### config.mk
export PLATFORM = sky130hd
export DESIGN_NAME = cpu_top
export DESIGN_NICKNAME = d
export VERILOG_FILES = /design/src/lc3b_types.sv /design/src/alu.sv /design/src/control_rom.sv /design/src/cpu_top.sv /design/src/datapath.sv /design/src/dmem_ctrl.sv /design/src/imem_ctrl.sv /design/src/regfile.sv
export SDC_FILE = /design/constraint.sdc
export NUM_CORES = 1
export LEC_CHECK = 0
export BUFFER_PORTS_ARGS = -buffer_cell sky130_fd_sc_hd__buf_4
export CAP_MARGIN = 5
export CORE_MARGIN = 1
export CORE_UTILIZATION = 40
export DETAILED_ROUTE_END_ITERATION = 8
export MAX_ROUTING_LAYER = met4
export PLACE_DENSITY = 0.56
export REMOVE_ABC_BUFFERS = 1
export SYNTH_ARGS = -nofsm -noshare
export SYNTH_HDL_FRONTEND = slang
export SYNTH_HIERARCHICAL = 1
export SYNTH_SLANG_ARGS = --single-unit
### constraint.sdc
create_clock -name clk -period 13.55 [get_ports clk]
set_input_delay 2.71 -clock clk [delete_from_list [all_inputs] [get_ports clk]]
set_output_delay 2.71 -clock clk [all_outputs]
set_load 0.005 [all_outputs]
### src/lc3b_types.sv
package lc3b_types;

	typedef logic [15:0] lc3b_word;
	typedef logic [2:0] lc3b_reg;
	typedef logic [2:0] lc3b_nzp;

	typedef enum logic [3:0] {
		op_br  = 4'b0000,
		op_add = 4'b0001,
		op_and = 4'b0101,
		op_ldr = 4'b0110,
		op_str = 4'b0111,
		op_not = 4'b1001,
		op_lea = 4'b1110
	} lc3b_opcode;

	typedef enum logic [1:0] {
		alu_add,
		alu_and,
		alu_not,
		alu_passb
	} lc3b_aluop;

	typedef struct packed {
		lc3b_opcode opcode;
		lc3b_aluop aluop;
		logic imm_sel;
		logic offset_sel;
		logic mem_read;
		logic mem_write;
		logic wb_sel;
		logic load_regfile;
		logic load_cc;
		logic is_branch;
	} lc3b_control_word;

	// Operate format, src2 is imm5 or {2'bxx, sr2}
	typedef struct packed {
		lc3b_opcode opcode;
		lc3b_reg dr;
		lc3b_reg sr1;
		logic imm_flag;
		logic [4:0] src2;
	} lc3b_op_fmt;

	typedef struct packed {
		lc3b_opcode opcode;
		lc3b_reg dr_sr;
		lc3b_reg base;
		logic [5:0] offset6;
	} lc3b_mem_fmt;

	typedef struct packed {
		lc3b_opcode opcode;
		lc3b_nzp nzp;
		logic [8:0] pcoffset9;
	} lc3b_br_fmt;

	typedef union packed {
		lc3b_op_fmt op;
		lc3b_mem_fmt mem;
		lc3b_br_fmt br;
	} lc3b_instr;

	typedef struct packed {
		lc3b_control_word ctrl;
		lc3b_word pc;
		lc3b_word sr1_val;
		lc3b_word sr2_val;
		lc3b_word imm;
		lc3b_reg dest;
		lc3b_nzp nzp;
	} lc3b_stage;

	localparam lc3b_word reset_pc = 16'h0000;

	localparam lc3b_control_word nop_ctrl = '{
		opcode: op_br,
		aluop: alu_add,
		imm_sel: 1'b0,
		offset_sel: 1'b0,
		mem_read: 1'b0,
		mem_write: 1'b0,
		wb_sel: 1'b0,
		load_regfile: 1'b0,
		load_cc: 1'b0,
		is_branch: 1'b0
	};

endpackage : lc3b_types

### src/alu.sv
`timescale 1ns/1ps

module alu (
	input lc3b_types::lc3b_aluop aluop,
	input lc3b_types::lc3b_word a,
	input lc3b_types::lc3b_word b,
	output lc3b_types::lc3b_word f
);
	import lc3b_types::*;

	always_comb begin
		case (aluop)
			alu_add: f = a + b;
			alu_and: f = a & b;
			alu_not: f = ~a;
			// LEA, branch target
			alu_passb: f = b;
			default: f = b;
		endcase
	end

endmodule : alu

### src/control_rom.sv
`timescale 1ns/1ps

module control_rom (
	input lc3b_types::lc3b_instr ir,
	output lc3b_types::lc3b_control_word ctrl
);
	import lc3b_types::*;

	always_comb begin
		ctrl = nop_ctrl;
		case (ir.op.opcode)
			op_add: begin
				ctrl.opcode = op_add;
				ctrl.aluop = alu_add;
				ctrl.imm_sel = ir.op.imm_flag;
				ctrl.load_regfile = 1'b1;
				ctrl.load_cc = 1'b1;
			end
			op_and: begin
				ctrl.opcode = op_and;
				ctrl.aluop = alu_and;
				ctrl.imm_sel = ir.op.imm_flag;
				ctrl.load_regfile = 1'b1;
				ctrl.load_cc = 1'b1;
			end
			op_not: begin
				ctrl.opcode = op_not;
				ctrl.aluop = alu_not;
				ctrl.load_regfile = 1'b1;
				ctrl.load_cc = 1'b1;
			end
			op_ldr: begin
				ctrl.opcode = op_ldr;
				ctrl.aluop = alu_add;
				ctrl.imm_sel = 1'b1;
				ctrl.mem_read = 1'b1;
				ctrl.wb_sel = 1'b1;
				ctrl.load_regfile = 1'b1;
				ctrl.load_cc = 1'b1;
			end
			op_str: begin
				ctrl.opcode = op_str;
				ctrl.aluop = alu_add;
				ctrl.imm_sel = 1'b1;
				ctrl.mem_write = 1'b1;
			end
			// LEA leaves the condition codes alone in the LC-3b
			op_lea: begin
				ctrl.opcode = op_lea;
				ctrl.aluop = alu_passb;
				ctrl.offset_sel = 1'b1;
				ctrl.load_regfile = 1'b1;
			end
			op_br: begin
				ctrl.opcode = op_br;
				ctrl.aluop = alu_passb;
				ctrl.offset_sel = 1'b1;
				ctrl.is_branch = 1'b1;
			end
			default: ctrl = nop_ctrl;
		endcase
	end

endmodule : control_rom

### src/cpu_top.sv
`timescale 1ns/1ps

module cpu_top (
	input logic clk,
	input logic rst,
	input logic mem_resp_0,
	input lc3b_types::lc3b_word mem_rdata_0,
	output lc3b_types::lc3b_word mem_address_0,
	output logic mem_read_0,
	input logic mem_resp_1,
	input lc3b_types::lc3b_word mem_rdata_1,
	output lc3b_types::lc3b_word mem_address_1,
	output lc3b_types::lc3b_word mem_wdata_1,
	output logic mem_read_1,
	output logic mem_write_1
);
	import lc3b_types::*;

	lc3b_word pc;
	lc3b_word ifetch_word;
	lc3b_word load_data;
	lc3b_word ex_result;
	lc3b_stage ex_stage;
	logic ifetch_ready;
	logic data_ready;
	logic stall;

	datapath datapath_i (
		.clk,
		.rst,
		.ifetch_word(ifetch_word),
		.ifetch_ready(ifetch_ready),
		.load_data(load_data),
		.data_ready(data_ready),
		.pc(pc),
		.stall(stall),
		.ex_stage(ex_stage),
		.ex_result(ex_result)
	);

	imem_ctrl imem_ctrl_i (
		.clk,
		.rst,
		.stall(stall),
		.pc(pc),
		.mem_resp(mem_resp_0),
		.mem_rdata(mem_rdata_0),
		.mem_address(mem_address_0),
		.mem_read(mem_read_0),
		.word(ifetch_word),
		.ready(ifetch_ready)
	);

	dmem_ctrl dmem_ctrl_i (
		.clk,
		.rst,
		.stall(stall),
		.ex_stage(ex_stage),
		.ex_result(ex_result),
		.mem_resp(mem_resp_1),
		.mem_rdata(mem_rdata_1),
		.mem_address(mem_address_1),
		.mem_wdata(mem_wdata_1),
		.mem_read(mem_read_1),
		.mem_write(mem_write_1),
		.load_data(load_data),
		.ready(data_ready)
	);

endmodule : cpu_top

### src/datapath.sv
`timescale 1ns/1ps

module datapath (
	input logic clk,
	input logic rst,
	input lc3b_types::lc3b_word ifetch_word,
	input logic ifetch_ready,
	input lc3b_types::lc3b_word load_data,
	input logic data_ready,
	output lc3b_types::lc3b_word pc,
	output logic stall,
	output lc3b_types::lc3b_stage ex_stage,
	output lc3b_types::lc3b_word ex_result
);
	import lc3b_types::*;

	lc3b_instr ir;
	lc3b_word ir_pc;
	lc3b_word pc_plus2;
	lc3b_word pc_next;
	lc3b_control_word id_ctrl;
	lc3b_reg src_b;
	lc3b_word reg_a;
	lc3b_word reg_b;
	lc3b_word imm_next;
	lc3b_stage id_next;
	lc3b_stage id_stage;
	lc3b_stage mem_stage;
	lc3b_word target;
	lc3b_word alu_b;
	lc3b_word alu_f;
	lc3b_word mem_result;
	lc3b_nzp cc;
	lc3b_nzp cc_next;
	logic taken;

	assign stall = ~(ifetch_ready & data_ready);

	// Decode
	control_rom control_rom_i (
		.ir(ir),
		.ctrl(id_ctrl)
	);

	// STR reads its source through port b
	assign src_b = id_ctrl.mem_write ? ir.mem.dr_sr : ir.op.src2[2:0];

	regfile regfile_i (
		.clk,
		.rst,
		.load(mem_stage.ctrl.load_regfile && !stall),
		.dest(mem_stage.dest),
		.in(mem_result),
		.src_a(ir.op.sr1),
		.src_b(src_b),
		.reg_a(reg_a),
		.reg_b(reg_b)
	);

	always_comb begin
		if (id_ctrl.offset_sel) begin
			imm_next = {{6{ir.br.pcoffset9[8]}}, ir.br.pcoffset9, 1'b0};
		end else if (id_ctrl.mem_read || id_ctrl.mem_write) begin
			imm_next = {{9{ir.mem.offset6[5]}}, ir.mem.offset6, 1'b0};
		end else begin
			imm_next = {{11{ir.op.src2[4]}}, ir.op.src2};
		end
	end

	always_comb begin
		id_next.ctrl = id_ctrl;
		id_next.pc = ir_pc;
		id_next.sr1_val = reg_a;
		id_next.sr2_val = reg_b;
		id_next.imm = imm_next;
		id_next.dest = ir.op.dr;
		id_next.nzp = ir.br.nzp;
	end

	// Execute
	assign target = id_stage.pc + id_stage.imm;

	always_comb begin
		if (id_stage.ctrl.offset_sel) begin
			alu_b = target;
		end else if (id_stage.ctrl.imm_sel) begin
			alu_b = id_stage.imm;
		end else begin
			alu_b = id_stage.sr2_val;
		end
	end

	alu alu_i (
		.aluop(id_stage.ctrl.aluop),
		.a(id_stage.sr1_val),
		.b(alu_b),
		.f(alu_f)
	);

	// Resolved here, so two slots follow the branch
	assign taken = id_stage.ctrl.is_branch && ((id_stage.nzp & cc) != 3'b000);
	assign pc_plus2 = pc + 16'd2;
	assign pc_next = taken ? target : pc_plus2;

	// Writeback flags
	always_comb begin
		if (mem_result[15]) begin
			cc_next = 3'b100;
		end else if (mem_result == 16'h0000) begin
			cc_next = 3'b010;
		end else begin
			cc_next = 3'b001;
		end
	end

	always_ff @(posedge clk) begin
		if (rst) begin
			pc <= reset_pc;
			ir <= '0;
			id_stage.ctrl <= nop_ctrl;
			ex_stage.ctrl <= nop_ctrl;
			mem_stage.ctrl <= nop_ctrl;
			cc <= '0;
		end else if (!stall) begin
			pc <= pc_next;
			ir <= ifetch_word;
			ir_pc <= pc_plus2;
			id_stage <= id_next;
			ex_stage <= id_stage;
			ex_result <= alu_f;
			mem_stage <= ex_stage;
			mem_result <= ex_stage.ctrl.wb_sel ? load_data : ex_result;
			if (mem_stage.ctrl.load_cc) begin
				cc <= cc_next;
			end
		end
	end

endmodule : datapath

### src/dmem_ctrl.sv
`timescale 1ns/1ps

module dmem_ctrl (
	input logic clk,
	input logic rst,
	input logic stall,
	input lc3b_types::lc3b_stage ex_stage,
	input lc3b_types::lc3b_word ex_result,
	input logic mem_resp,
	input lc3b_types::lc3b_word mem_rdata,
	output lc3b_types::lc3b_word mem_address,
	output lc3b_types::lc3b_word mem_wdata,
	output logic mem_read,
	output logic mem_write,
	output lc3b_types::lc3b_word load_data,
	output logic ready
);

	logic access;
	logic done;

	assign access = ex_stage.ctrl.mem_read || ex_stage.ctrl.mem_write;

	assign mem_address = ex_result;
	assign mem_wdata = ex_stage.sr2_val;
	assign mem_read = ex_stage.ctrl.mem_read && !done;
	assign mem_write = ex_stage.ctrl.mem_write && !done;
	assign ready = !access || done;

	// Access finished, wait for the pipeline to move on
	always_ff @(posedge clk) begin
		if (rst) begin
			done <= 1'b0;
		end else if (mem_resp && (mem_read || mem_write)) begin
			done <= 1'b1;
		end else if (!stall) begin
			done <= 1'b0;
		end
	end

	always_ff @(posedge clk) begin
		if (mem_resp && mem_read) begin
			load_data <= mem_rdata;
		end
	end

	a_data_addr_stable: assert property (@(posedge clk) disable iff (rst)
		(mem_read || mem_write) && !mem_resp |=>
			$stable(mem_address) && $stable(mem_wdata));

	a_read_write_excl: assert property (@(posedge clk) disable iff (rst)
		!(mem_read && mem_write));

endmodule : dmem_ctrl

### src/imem_ctrl.sv
`timescale 1ns/1ps

module imem_ctrl (
	input logic clk,
	input logic rst,
	input logic stall,
	input lc3b_types::lc3b_word pc,
	input logic mem_resp,
	input lc3b_types::lc3b_word mem_rdata,
	output lc3b_types::lc3b_word mem_address,
	output logic mem_read,
	output lc3b_types::lc3b_word word,
	output logic ready
);

	assign mem_address = pc;

	// ready low is pending, ready high is held
	always_ff @(posedge clk) begin
		if (rst) begin
			ready <= 1'b0;
			mem_read <= 1'b0;
		end else if (ready) begin
			if (!stall) begin
				ready <= 1'b0;
				mem_read <= 1'b1;
			end
		end else if (mem_read && mem_resp) begin
			ready <= 1'b1;
			mem_read <= 1'b0;
		end else begin
			mem_read <= 1'b1;
		end
	end

	always_ff @(posedge clk) begin
		if (mem_read && mem_resp) begin
			word <= mem_rdata;
		end
	end

	// PC must not move under an open fetch
	a_fetch_addr_stable: assert property (@(posedge clk) disable iff (rst)
		mem_read && !mem_resp |=> $stable(mem_address));

endmodule : imem_ctrl

### src/regfile.sv
`timescale 1ns/1ps

module regfile (
	input logic clk,
	input logic rst,
	input logic load,
	input lc3b_types::lc3b_reg dest,
	input lc3b_types::lc3b_word in,
	input lc3b_types::lc3b_reg src_a,
	input lc3b_types::lc3b_reg src_b,
	output lc3b_types::lc3b_word reg_a,
	output lc3b_types::lc3b_word reg_b
);
	import lc3b_types::*;

	lc3b_word regs [8];

	always_ff @(posedge clk) begin
		if (rst) begin
			for (int i = 0; i < 8; i++) begin
				regs[i] <= '0;
			end
		end else if (load) begin
			regs[dest] <= in;
		end
	end

	// Write in flight goes straight to the readers
	assign reg_a = (load && dest == src_a) ? in : regs[src_a];
	assign reg_b = (load && dest == src_b) ? in : regs[src_b];

endmodule : regfile

==> results of run 1 <==
## through the flow
stage / utilization (%) / setup slack (ps) / cells
2_1_floorplan: - / 4811 / 1229
3_3_place_gp: 42.41 / 8036 / 1927
3_5_place_dp: 42.41 / 7933 / 1927
4_1_cts: 45.19 / 8528 / 1998
5_1_grt: 45.19 / 8408 / 1998
6_report: 45.19 / 8553 / 1998
## power by group through the flow
stage	Clock [uW]	Sequential, uW	Combinational, uW
floorplan	0	1240	161
detailed placement	0	1240	244
CTS	1050	1220	246
global placement	0	1240	242
global route	1080	1220	266
finish	1020	1220	246
## cell usage in the layout, fill, tap and decap left out, types with 13 or more instances in the layout
cell type and instances:
and2_1 135, nor2_1 33, mux4_1 60, inv_1 25, buf_4 106, clkbuf_1 14
mux2i_1 13, edfxtp_1 291, nand3_1 16, dfxtp_1 54, clkbuf_16 39, xor2_1 13
a21o_1 14, nand2_1 102, o21ai_0 34, ha_1 33, mux2_2 83, xnor2_1 29
a21oi_1 82
## final cells by class
cell class	count	area, sq um	share of cell area [%]
flip-flops and latches	346	9841	49.03
multi-input cells	857	7363	36.69
clock buffers	58	1097	5.468
repair buffers	106	795.8	3.965
well taps	592	740.7	3.691
clock inverters	13	133.9	0.6671
inverters	26	97.59	0.4863
## how the worst max path moves through the flow
stage,cells past startpoint,slack (ps),endpoint
after floorplan,1,4810,datapath_i/ex_result[0]
after global placement,5,8040,datapath_i/regfile_i/regs[3][11]
after detailed placement,5,7930,datapath_i/regfile_i/regs[3][13]
after CTS,5,8530,datapath_i/regfile_i/regs[3][15]
after global routing,5,8410,datapath_i/regfile_i/regs[3][15]
final,5,8550,datapath_i/regfile_i/regs[3][15]
## critical path, cell delays in order
cell    delay, ps
buf_4         240
buf_4         310
or3b_2        540
nor2_1        810
or2_2         540
## metal layers
| layer | share of wire (%) | GRT usage, % |
|---|---|---|
| met5 | 0 | - |
| met4 | 2.9 | 6.452 |
| met3 | 5.1 | 2.993 |
| met2 | 47 | 31.49 |
| met1 | 45 | 26.25 |
## registers in the layout, indices dropped and copies added (netlist names), 3 cells and up
name                       count
datapath_i/regfile_i/regs    128
datapath_i/id_stage           71
datapath_i/ex_stage           24
datapath_i/ex_result          16
datapath_i/ir                 16
datapath_i/ir_pc              16
datapath_i/mem_result         16
datapath_i/pc                 16
dmem_ctrl_i/load_data         16
imem_ctrl_i/word              16
datapath_i/mem_stage           5
datapath_i/cc                  3
==> impl_summary.txt, run 1 <==
----------------------------------------------------
[Pwr]
  Worst vdd ir ... 0.00008109 V
  Net load switching power ... 594.2 uW
  Leakage Power ... 0.007234 uW
  Share of power burned in registers ... 49.1%
  Internal power consumption ... 1889 uW
  Proportion of total power due to net switching ... 23.92%
  Power per cell area ... 123.8 nW/um^2
  Clock power frac ... 41.0%
  Power consumption ... 2484 uW
  Combinational Power Share ... 9.9%

[CTS]
  Root Buffer ... clkbuf_16
  Clock sink count ... 346
  CTS Buf Count ... 39
  Worst skew pair latency ... 580 ps
  Clock Path Buffers ... 3
  H-tree depth ... 2
  Clock transition time at the flip-flop clock pins of the worst setup and hold paths ... 60 ps
  Cts-stage hold buffer count ... 0
  Resize count post-CTS ... 0
  CTS tree ... built
  Number of buffers inserted by post-CTS setup repair ... 0

[Layout]
  Synth-to-Final Area Change ... 10.92%
  Layout filler cell count ... 4041
  Final std cell area, no fill ... 20070 sq um
  Share of layout cells above drive strength 1 ... 20.84%
  Diodes inserted ... 0
  Final #Nets ... 1446

[Logic synthesis]
  Post-Synthesis Mean Instance Area ... 13.33 sq um
  Post-synthesis instance total ... 1357
  Cell area after technology mapping ... 18090 sq um
  Synth warn ... 6

[Floorplan]
  Core region area ... 44410 sq um
  Number of placement rows ... 77
  Vertical extent of the die ... 214.7 um
  Die footprint ... 46090 sq um
  Ports placed on the boundary ... 87
  Initial Util ... 40.74%
  Chip Width ... 214.7 um

[Detailed routing]
  Detailed-route vias per instance ... 5.531
  DRT iter0 DRCs ... 736
  Initial DRT Pass Iterations ... 6
  DRT Wirelength ... 44.44 mm
  Total DRC errors in the routed layout ... 0
  Post-detailed-route count of antenna-violating nets ... 0
  Average detailed-routed wire length per instance ... 22.24 um
  Number of vias after detailed routing ... 11050

[Timing]
  Final clock period utilization by the worst path ... 36.88%
  Fmax ... 200.1 MHz
  Rel. slew slack ... 21.71%
  Unrepaired setup endpoints after global routing ... no
  Post-layout min period ... 4997 ps
  Fin Clk Skew ... 24.04 ps
  # setup viols final ... 0
  Final Hold Slack ... 411.3 ps
  Final total negative setup slack ... 0 ps
  Max-slew violation count ... 0
  Worst Tran Pin Value ... 1171 ps
  Final hold violation count ... 0

[Hold path]
  WHS Endpoint ... datapath_i/mem_stage[3]
  Hold Path Stages ... 0
  Path type of the worst min-delay path ... reg -> reg
  Hold path startpoint ... datapath_i/ex_stage[0]

[Critical path]
  Start point of the critical path ... rst
  Setup slack of the most critical reg-to-reg path ... 9190 ps
  Data required time at the worst endpoint ... 13750 ps
  Worst setup path category ... in -> reg
  Data arrival time at the worst-slack endpoint ... 5200 ps
  Endpoint of the worst-slack reg-to-reg timing path ... datapath_i/ex_result[15]
  Sort of element at the end of the critical path ... flip-flop
  Critical path startpoint category ... input pin
  Reg2reg start ... datapath_i/id_stage[20]
  Worst Reg2Reg Path Length in Cells ... 11
  Crit Path Max Fanout ... 36

[Global route]
  Number of global-route vias before repair ... 10740
  Global-route wire length before repair ... 66.81 mm
  Number of antenna violations at the first check in global routing ... 0
  Largest net degree at the start of global routing ... 63
  Overall Global Routing Usage ... 19.90%
  Overflow left after global routing ... 0

[Place]
  Final GP Congestion ... 0.8576
  Half-perimeter wire length after placement ... 30.25 mm
  Placed inst area ... 18840 sq um
  Port Buffers ... 86

[Outcome]
  Run status ... completed

[Run]
  Max-cap viol count ... 0

----------------------------------------------------
Note: power is estimated with default switching activity, not from simulation.
==> run 2: changes to the inputs <==
Settings changed: PLACE_DENSITY 0.56 to 0.58.
Clock period 13.55 ns to 4.45 ns, I/O delays scaled along.
==> impl_summary.txt, run 2 (synthesis gave the netlist of run 1 again) <==
----------------------------------------------------
[Hold path]
  WHS Endpoint ... datapath_i/id_stage[58]
  Hold Path Stages ... 0
  Path type of the worst min-delay path ... reg -> reg
  Hold path startpoint ... datapath_i/ir_pc[4]

[Critical path]
  Series of cell instances along the critical path ... ha_1 -> fa_1 -> a211oi_2 -> o21ai_0 -> a21oi_1 -> o21ai_0 -> and3_1 -> ha_1 -> a21oi_1 -> o21ai_0 -> a31oi_1 -> o21ai_4 -> a2111oi_0 -> and4b_1
  Data arrival time at the worst-slack endpoint ... 4410 ps
  Sort of element at the end of the critical path ... flip-flop
  Critical path startpoint category ... flip-flop
  Endpoint of the worst-slack reg-to-reg timing path ... datapath_i/ex_result[13]
  Critical Path Slowest Stage Cell ... fa_1
  Worst Reg2Reg Path Length in Cells ... 14
  Most frequent cell on the critical path ... o21ai_0
  Worst setup path category ... reg -> reg
  Data required time at the worst endpoint ... 4750 ps
  Crit Path Max Fanout ... 6
  Setup slack of the most critical reg-to-reg path ... 340 ps
  Slowest Stage Delay on Critical Path ... 440 ps
  Reg2reg start ... datapath_i/id_stage[6]

[Pwr]
  Clock power frac ... 41.4%
  Worst vdd ir ... 0.0002605 V
  Share of power burned in registers ... 48.7%
  Proportion of total power due to net switching ... 23.65%
  Internal power consumption ... 5821 uW
  Power per cell area ... 377.6 nW/um^2
  Net load switching power ... 1803 uW
  Combinational Power Share ... 9.9%
  Leakage Power ... 0.007301 uW
  Power consumption ... 7624 uW

[Detailed routing]
  DRT iter0 DRCs ... 782
  M1 WL ... 21.12 mm
  Post-detailed-route count of antenna-violating nets ... 0
  Total met2 wirelength after detailed routing ... 21.51 mm
  Met3 Routed Length ... 1.884 mm
  Uppermost layer routed ... met4
  DRT Wirelength ... 45.39 mm
  Total DRC errors in the routed layout ... 0
  Initial DRT Pass Iterations ... 7
  Number of vias after detailed routing ... 11280
  Detailed-route vias per instance ... 5.612
  Average detailed-routed wire length per instance ... 22.58 um

[Layout]
  Core Util, Final ... 45.46%
  Synth-to-Final Area Change ... 11.59%
  Most frequent cells in the layout ... 291 x edfxtp_1, 135 x and2_1, 115 x buf_4, 102 x nand2_1, 83 x mux2_2
  Register with the most flip-flops ... datapath_i/regfile_i/regs
  Max reg flops ... 128
  Registers with the most flip-flops ... datapath_i/regfile_i/regs x128, datapath_i/id_stage x71, datapath_i/ex_stage x24
  Final #Nets ... 1457
  Share of layout cells above drive strength 1 ... 21.74%
  Leading cell type in the layout, fill and taps excluded ... edfxtp_1
  Layout filler cell count ... 3983

[Place]
  Final GP Congestion ... 0.8757
  Half-perimeter wire length after placement ... 29.57 mm
  Port Buffers ... 86

[Timing]
  Worst Tran Pin Value ... 927.0 ps
  Final hold violation count ... 0
  # setup viols final ... 0
  Max-slew violation count ... 0
  Fin Clk Skew ... 10.35 ps
  Post-layout min period ... 4107 ps
  Rel. slew slack ... 37.86%
  Final clock period utilization by the worst path ... 92.30%
  Unrepaired setup endpoints after global routing ... no
  Fmax ... 243.5 MHz

[Global route]
  Number of antenna violations at the first check in global routing ... 0
  Number of global-route vias before repair ... 11040
  Global-route wire length before repair ... 68.28 mm
  Overall Global Routing Usage ... 20.25%
  Overflow left after global routing ... 0
  Largest net degree at the start of global routing ... 59

[Floorplan]
  Number of placement rows ... 77
  Die footprint ... 46090 sq um
  Ports placed on the boundary ... 87
  Core region area ... 44410 sq um
  Initial Util ... 40.74%
  Chip Width ... 214.7 um
  Vertical extent of the die ... 214.7 um

[CTS]
  Clock transition time at the flip-flop clock pins of the worst setup and hold paths ... 60 ps
  H-tree depth ... 2
  Clock sink count ... 346
  Clock Path Buffers ... 3
  Cts-stage hold buffer count ... 0
  Root Buffer ... clkbuf_16
  Worst skew pair latency ... 550 ps
  CTS tree ... built
  CTS Buf Count ... 40

[Run]
  Max-cap viol count ... 0

[Outcome]
  Run status ... completed

----------------------------------------------------
## run 2: timing repair
| item | CTS | global route |
|---|---|---|
| gates resized for setup | 0 | 1 |
| setup buffers | 0 | 0 |
| setup endpoints to repair | 0 | 2 |
## run 2: metal layers
metal / vias up / GRT usage (%)
met4: 0 / 5.405
li1: 5218 / -
met5: - / -
met2: 281 / 31.82
met3: 44 / 2.525
met1: 5737 / 27.69
## run 2: layout make-up
type,instances,area [sq um],share of cell area (%)
Clock buffer,60,1149,5.689
Antenna cell,1,2.502,0.01239
Clock inverter,12,103.9,0.5143
Tap cell,592,740.7,3.669
Multi-Input combinational cell,857,7373,36.52
Timing Repair Buffer,116,883.3,4.375
Inverter,26,97.59,0.4834
Sequential cell,346,9841,48.74
## run 2: power groups by stage
| stage | Clock (uW) | Sequential (uW) | Combinational (uW) |
|---|---|---|---|
| 6_report | 3150 | 3710 | 757 |
| 5_1_grt | 3370 | 3730 | 819 |
| 4_1_cts | 3230 | 3710 | 758 |
| 3_5_place_dp | 0 | 3780 | 753 |
| 3_3_place_gp | 0 | 3780 | 746 |
| 2_1_floorplan | 0 | 3770 | 489 |
## run 2: worst max-delay path by stage
stage                     slack (ps)  cells after the start                  endpoint              startpoint
final                            340                     14  datapath_i/ex_result[13]  datapath_i/id_stage[6]
after detailed placement         290                     14  datapath_i/ex_result[15]  datapath_i/id_stage[6]
after global placement           310                     14  datapath_i/ex_result[15]  datapath_i/id_stage[6]
after floorplan                -3630                      4   datapath_i/ex_result[0]        dmem_ctrl_i/done
after global routing              40                     14  datapath_i/ex_result[13]  datapath_i/id_stage[6]
after CTS                        270                     14  datapath_i/ex_result[15]  datapath_i/id_stage[6]
## run 2: critical path, delay by kind of cell (launching register included)
family	cells	cell delay, ps
AOI/OAI and AO/OA	9	1980
adders and majority gates	3	1060
and+or+nand+nor	2	420
DFF	1	390
## run 2: through the flow
step / area [sq um] / setup TNS (ps) / std cells / hold WS [ps] / setup WS (ps)
after floorplan: 17290 / -475550 / 1229 / 400.3 / -3630
after global placement: 18930 / 0 / 1937 / 400.5 / 305.2
after detailed placement: 18930 / 0 / 1937 / 406.1 / 286.8
after CTS: 20180 / 0 / 2009 / 412.8 / 274.3
after global routing: 20190 / 0 / 2009 / 428.0 / 43.87
final: 20190 / 0 / 2010 / 415.1 / 342.6
==> run 3: changes to the inputs <==
Settings changed: CELL_PAD_IN_SITES_DETAIL_PLACEMENT set to 0, CELL_PAD_IN_SITES_GLOBAL_PLACEMENT set to 1, HOLD_SLACK_MARGIN set to 0.08, PLACE_DENSITY 0.58 to 0.67.
==> impl_summary.txt, run 3 (synthesis gave the netlist of run 1 again) <==
----------------------------------------------------
[Outcome]
  Run status ... completed

[Floorplan]
  Die footprint ... 46090 sq um
  Core region area ... 44410 sq um
  Chip Width ... 214.7 um
  Number of placement rows ... 77
  Ports placed on the boundary ... 87
  Initial Util ... 40.74%
  Vertical extent of the die ... 214.7 um

[Timing]
  Final Hold Slack ... 415.7 ps
  Final hold violation count ... 0
  Max-slew violation count ... 0
  Fmax ... 241.2 MHz
  Fin Clk Skew ... 20.77 ps
  Final total negative setup slack ... 0 ps
  Rel. slew slack ... 17.46%
  Final worst-path setup slack ... 303.7 ps
  Final clock period utilization by the worst path ... 93.18%
  Worst Tran Pin Value ... 1236 ps
  Unrepaired setup endpoints after global routing ... no
  Post-layout min period ... 4146 ps
  # setup viols final ... 0

[Pwr]
  Power per cell area ... 382.7 nW/um^2
  Worst vdd ir ... 0.0002450 V
  Leakage Power ... 0.007333 uW

[Hold path]
  Path type of the worst min-delay path ... reg -> reg

[Layout]
  Area of the multi-input gates ... 7372 sq um
  Sequential standard cell area ... 9841 sq um
  Final std cell area, no fill ... 20230 sq um
  Most frequent cells in the layout ... 291 x edfxtp_1, 135 x and2_1, 112 x buf_4, 102 x nand2_1, 83 x mux2_2
  Synth-to-Final Area Change ... 11.79%
  Register with the most flip-flops ... datapath_i/regfile_i/regs
  Core Util, Final ... 45.54%
  Share of layout cells above drive strength 1 ... 21.61%
  Registers with the most flip-flops ... datapath_i/regfile_i/regs x128, datapath_i/id_stage x71, datapath_i/ex_stage x24
  Max reg flops ... 128
  Leading cell type in the layout, fill and taps excluded ... edfxtp_1
  Final #Nets ... 1455
  Layout filler cell count ... 3985

[Place]
  Half-perimeter wire length after placement ... 29.43 mm
  Pre-CTS setup slack ... 194.4 ps
  Port Buffers ... 86
  Final GP Congestion ... 0.8964
  Placed inst area ... 18920 sq um

[CTS]
  Clock sink count ... 346
  Number of buffers inserted by post-CTS setup repair ... 0
  Worst skew pair latency ... 580 ps
  H-tree depth ... 2
  Root Buffer ... clkbuf_16
  Clock transition time at the flip-flop clock pins of the worst setup and hold paths ... 60 ps
  Clock Path Buffers ... 3
  CTS Buf Count ... 40
  Resize count post-CTS ... 0
  CTS tree ... built
  Cts-stage hold buffer count ... 0

[Global route]
  Number of antenna violations at the first check in global routing ... 0
  Overall Global Routing Usage ... 20.29%
  Largest net degree at the start of global routing ... 70
  Number of global-route vias before repair ... 10980
  Global-route wire length before repair ... 67.88 mm
  Overflow left after global routing ... 0

[Detailed routing]
  Post-detailed-route count of antenna-violating nets ... 0
  Average detailed-routed wire length per instance ... 22.58 um
  Number of vias after detailed routing ... 11180
  Total DRC errors in the routed layout ... 0
  Detailed-route vias per instance ... 5.564
  DRT iter0 DRCs ... 762
  Initial DRT Pass Iterations ... 7
  DRT Wirelength ... 45.36 mm

[Critical path]
  Sort of element at the end of the critical path ... flip-flop
  Worst Path Buf+Inv ... 0
  Crit Path Max Fanout ... 7
  Most frequent cell on the critical path ... ha_1
  Critical Path Slowest Stage Cell ... fa_1
  Setup slack of the most critical reg-to-reg path ... 300 ps
  Worst setup path category ... reg -> reg
  Data required time at the worst endpoint ... 4780 ps
  Critical path startpoint category ... flip-flop
  Series of cell instances along the critical path ... ha_1 -> fa_1 -> a211oi_2 -> o21ai_0 -> a31o_2 -> xnor2_1 -> a21oi_1 -> ha_1 -> a21o_2 -> a31oi_1 -> o21ai_4 -> o311a_1 -> a311o_1
  Data arrival time at the worst-slack endpoint ... 4470 ps
  Dominant delay contributor by cell family on the critical path ... compound AO/OA/AOI/OAI gates
  Slowest Stage Delay on Critical Path ... 450 ps

[Run]
  Max-cap viol count ... 0

----------------------------------------------------
run 3: metrics by stage:
| stage | cells | power (uW) |
|---|---|---|
| 2_1_floorplan | 1229 | 4260 |
| 4_1_cts | 2008 | 7833 |
| 3_3_place_gp | 1935 | 4526 |
| 3_5_place_dp | 1935 | 4536 |
| 5_1_grt | 2008 | 8020 |
| 6_report | 2009 | 7741 |
run 3: power by group:
group          switching [uW]  total, uW  internal (uW)
Sequential               82.1       3720           3630
Combinational             411        752            341
Clock                    1340       3270           1930
run 3: routing by layer:
layer,wire length (um),GRT usage (%)
met3,2038,2.298
met1,19980,26.59
met2,22050,32.47
met4,1289,7.500
met5,0,-
run 3: final timing paths:
check | endpoint | from | cells past startpoint
hold / removal | datapath_i/id_stage[69] | datapath_i/ir_pc[15] | 0
setup reg to reg | datapath_i/ex_result[15] | datapath_i/id_stage[6] | 13
setup / recovery | datapath_i/ex_result[15] | datapath_i/id_stage[6] | 13
hold reg to reg | datapath_i/id_stage[69] | datapath_i/ir_pc[15] | 0
run 3: worst register-to-register path, stage by stage (launching register included):
cell      delay [ps]
edfxtp_1         380
ha_1             250
fa_1             450
a211oi_2         350
o21ai_0          240
a31o_2           280
xnor2_1          140
a21oi_1          210
ha_1             350
a21o_2           240
a31oi_1          240
o21ai_4          130
o311a_1          320
a311o_1          330
run 3: layout make-up:
class                   instances  area share, %
clock inverters                21          1.120
clock buffers                  52          5.270
flip-flops and latches        346          48.65
diodes                          1        0.01237
repair buffers                114          4.355
inverters                      26         0.4825
multi-input cells             857          36.45
well taps                     592          3.662
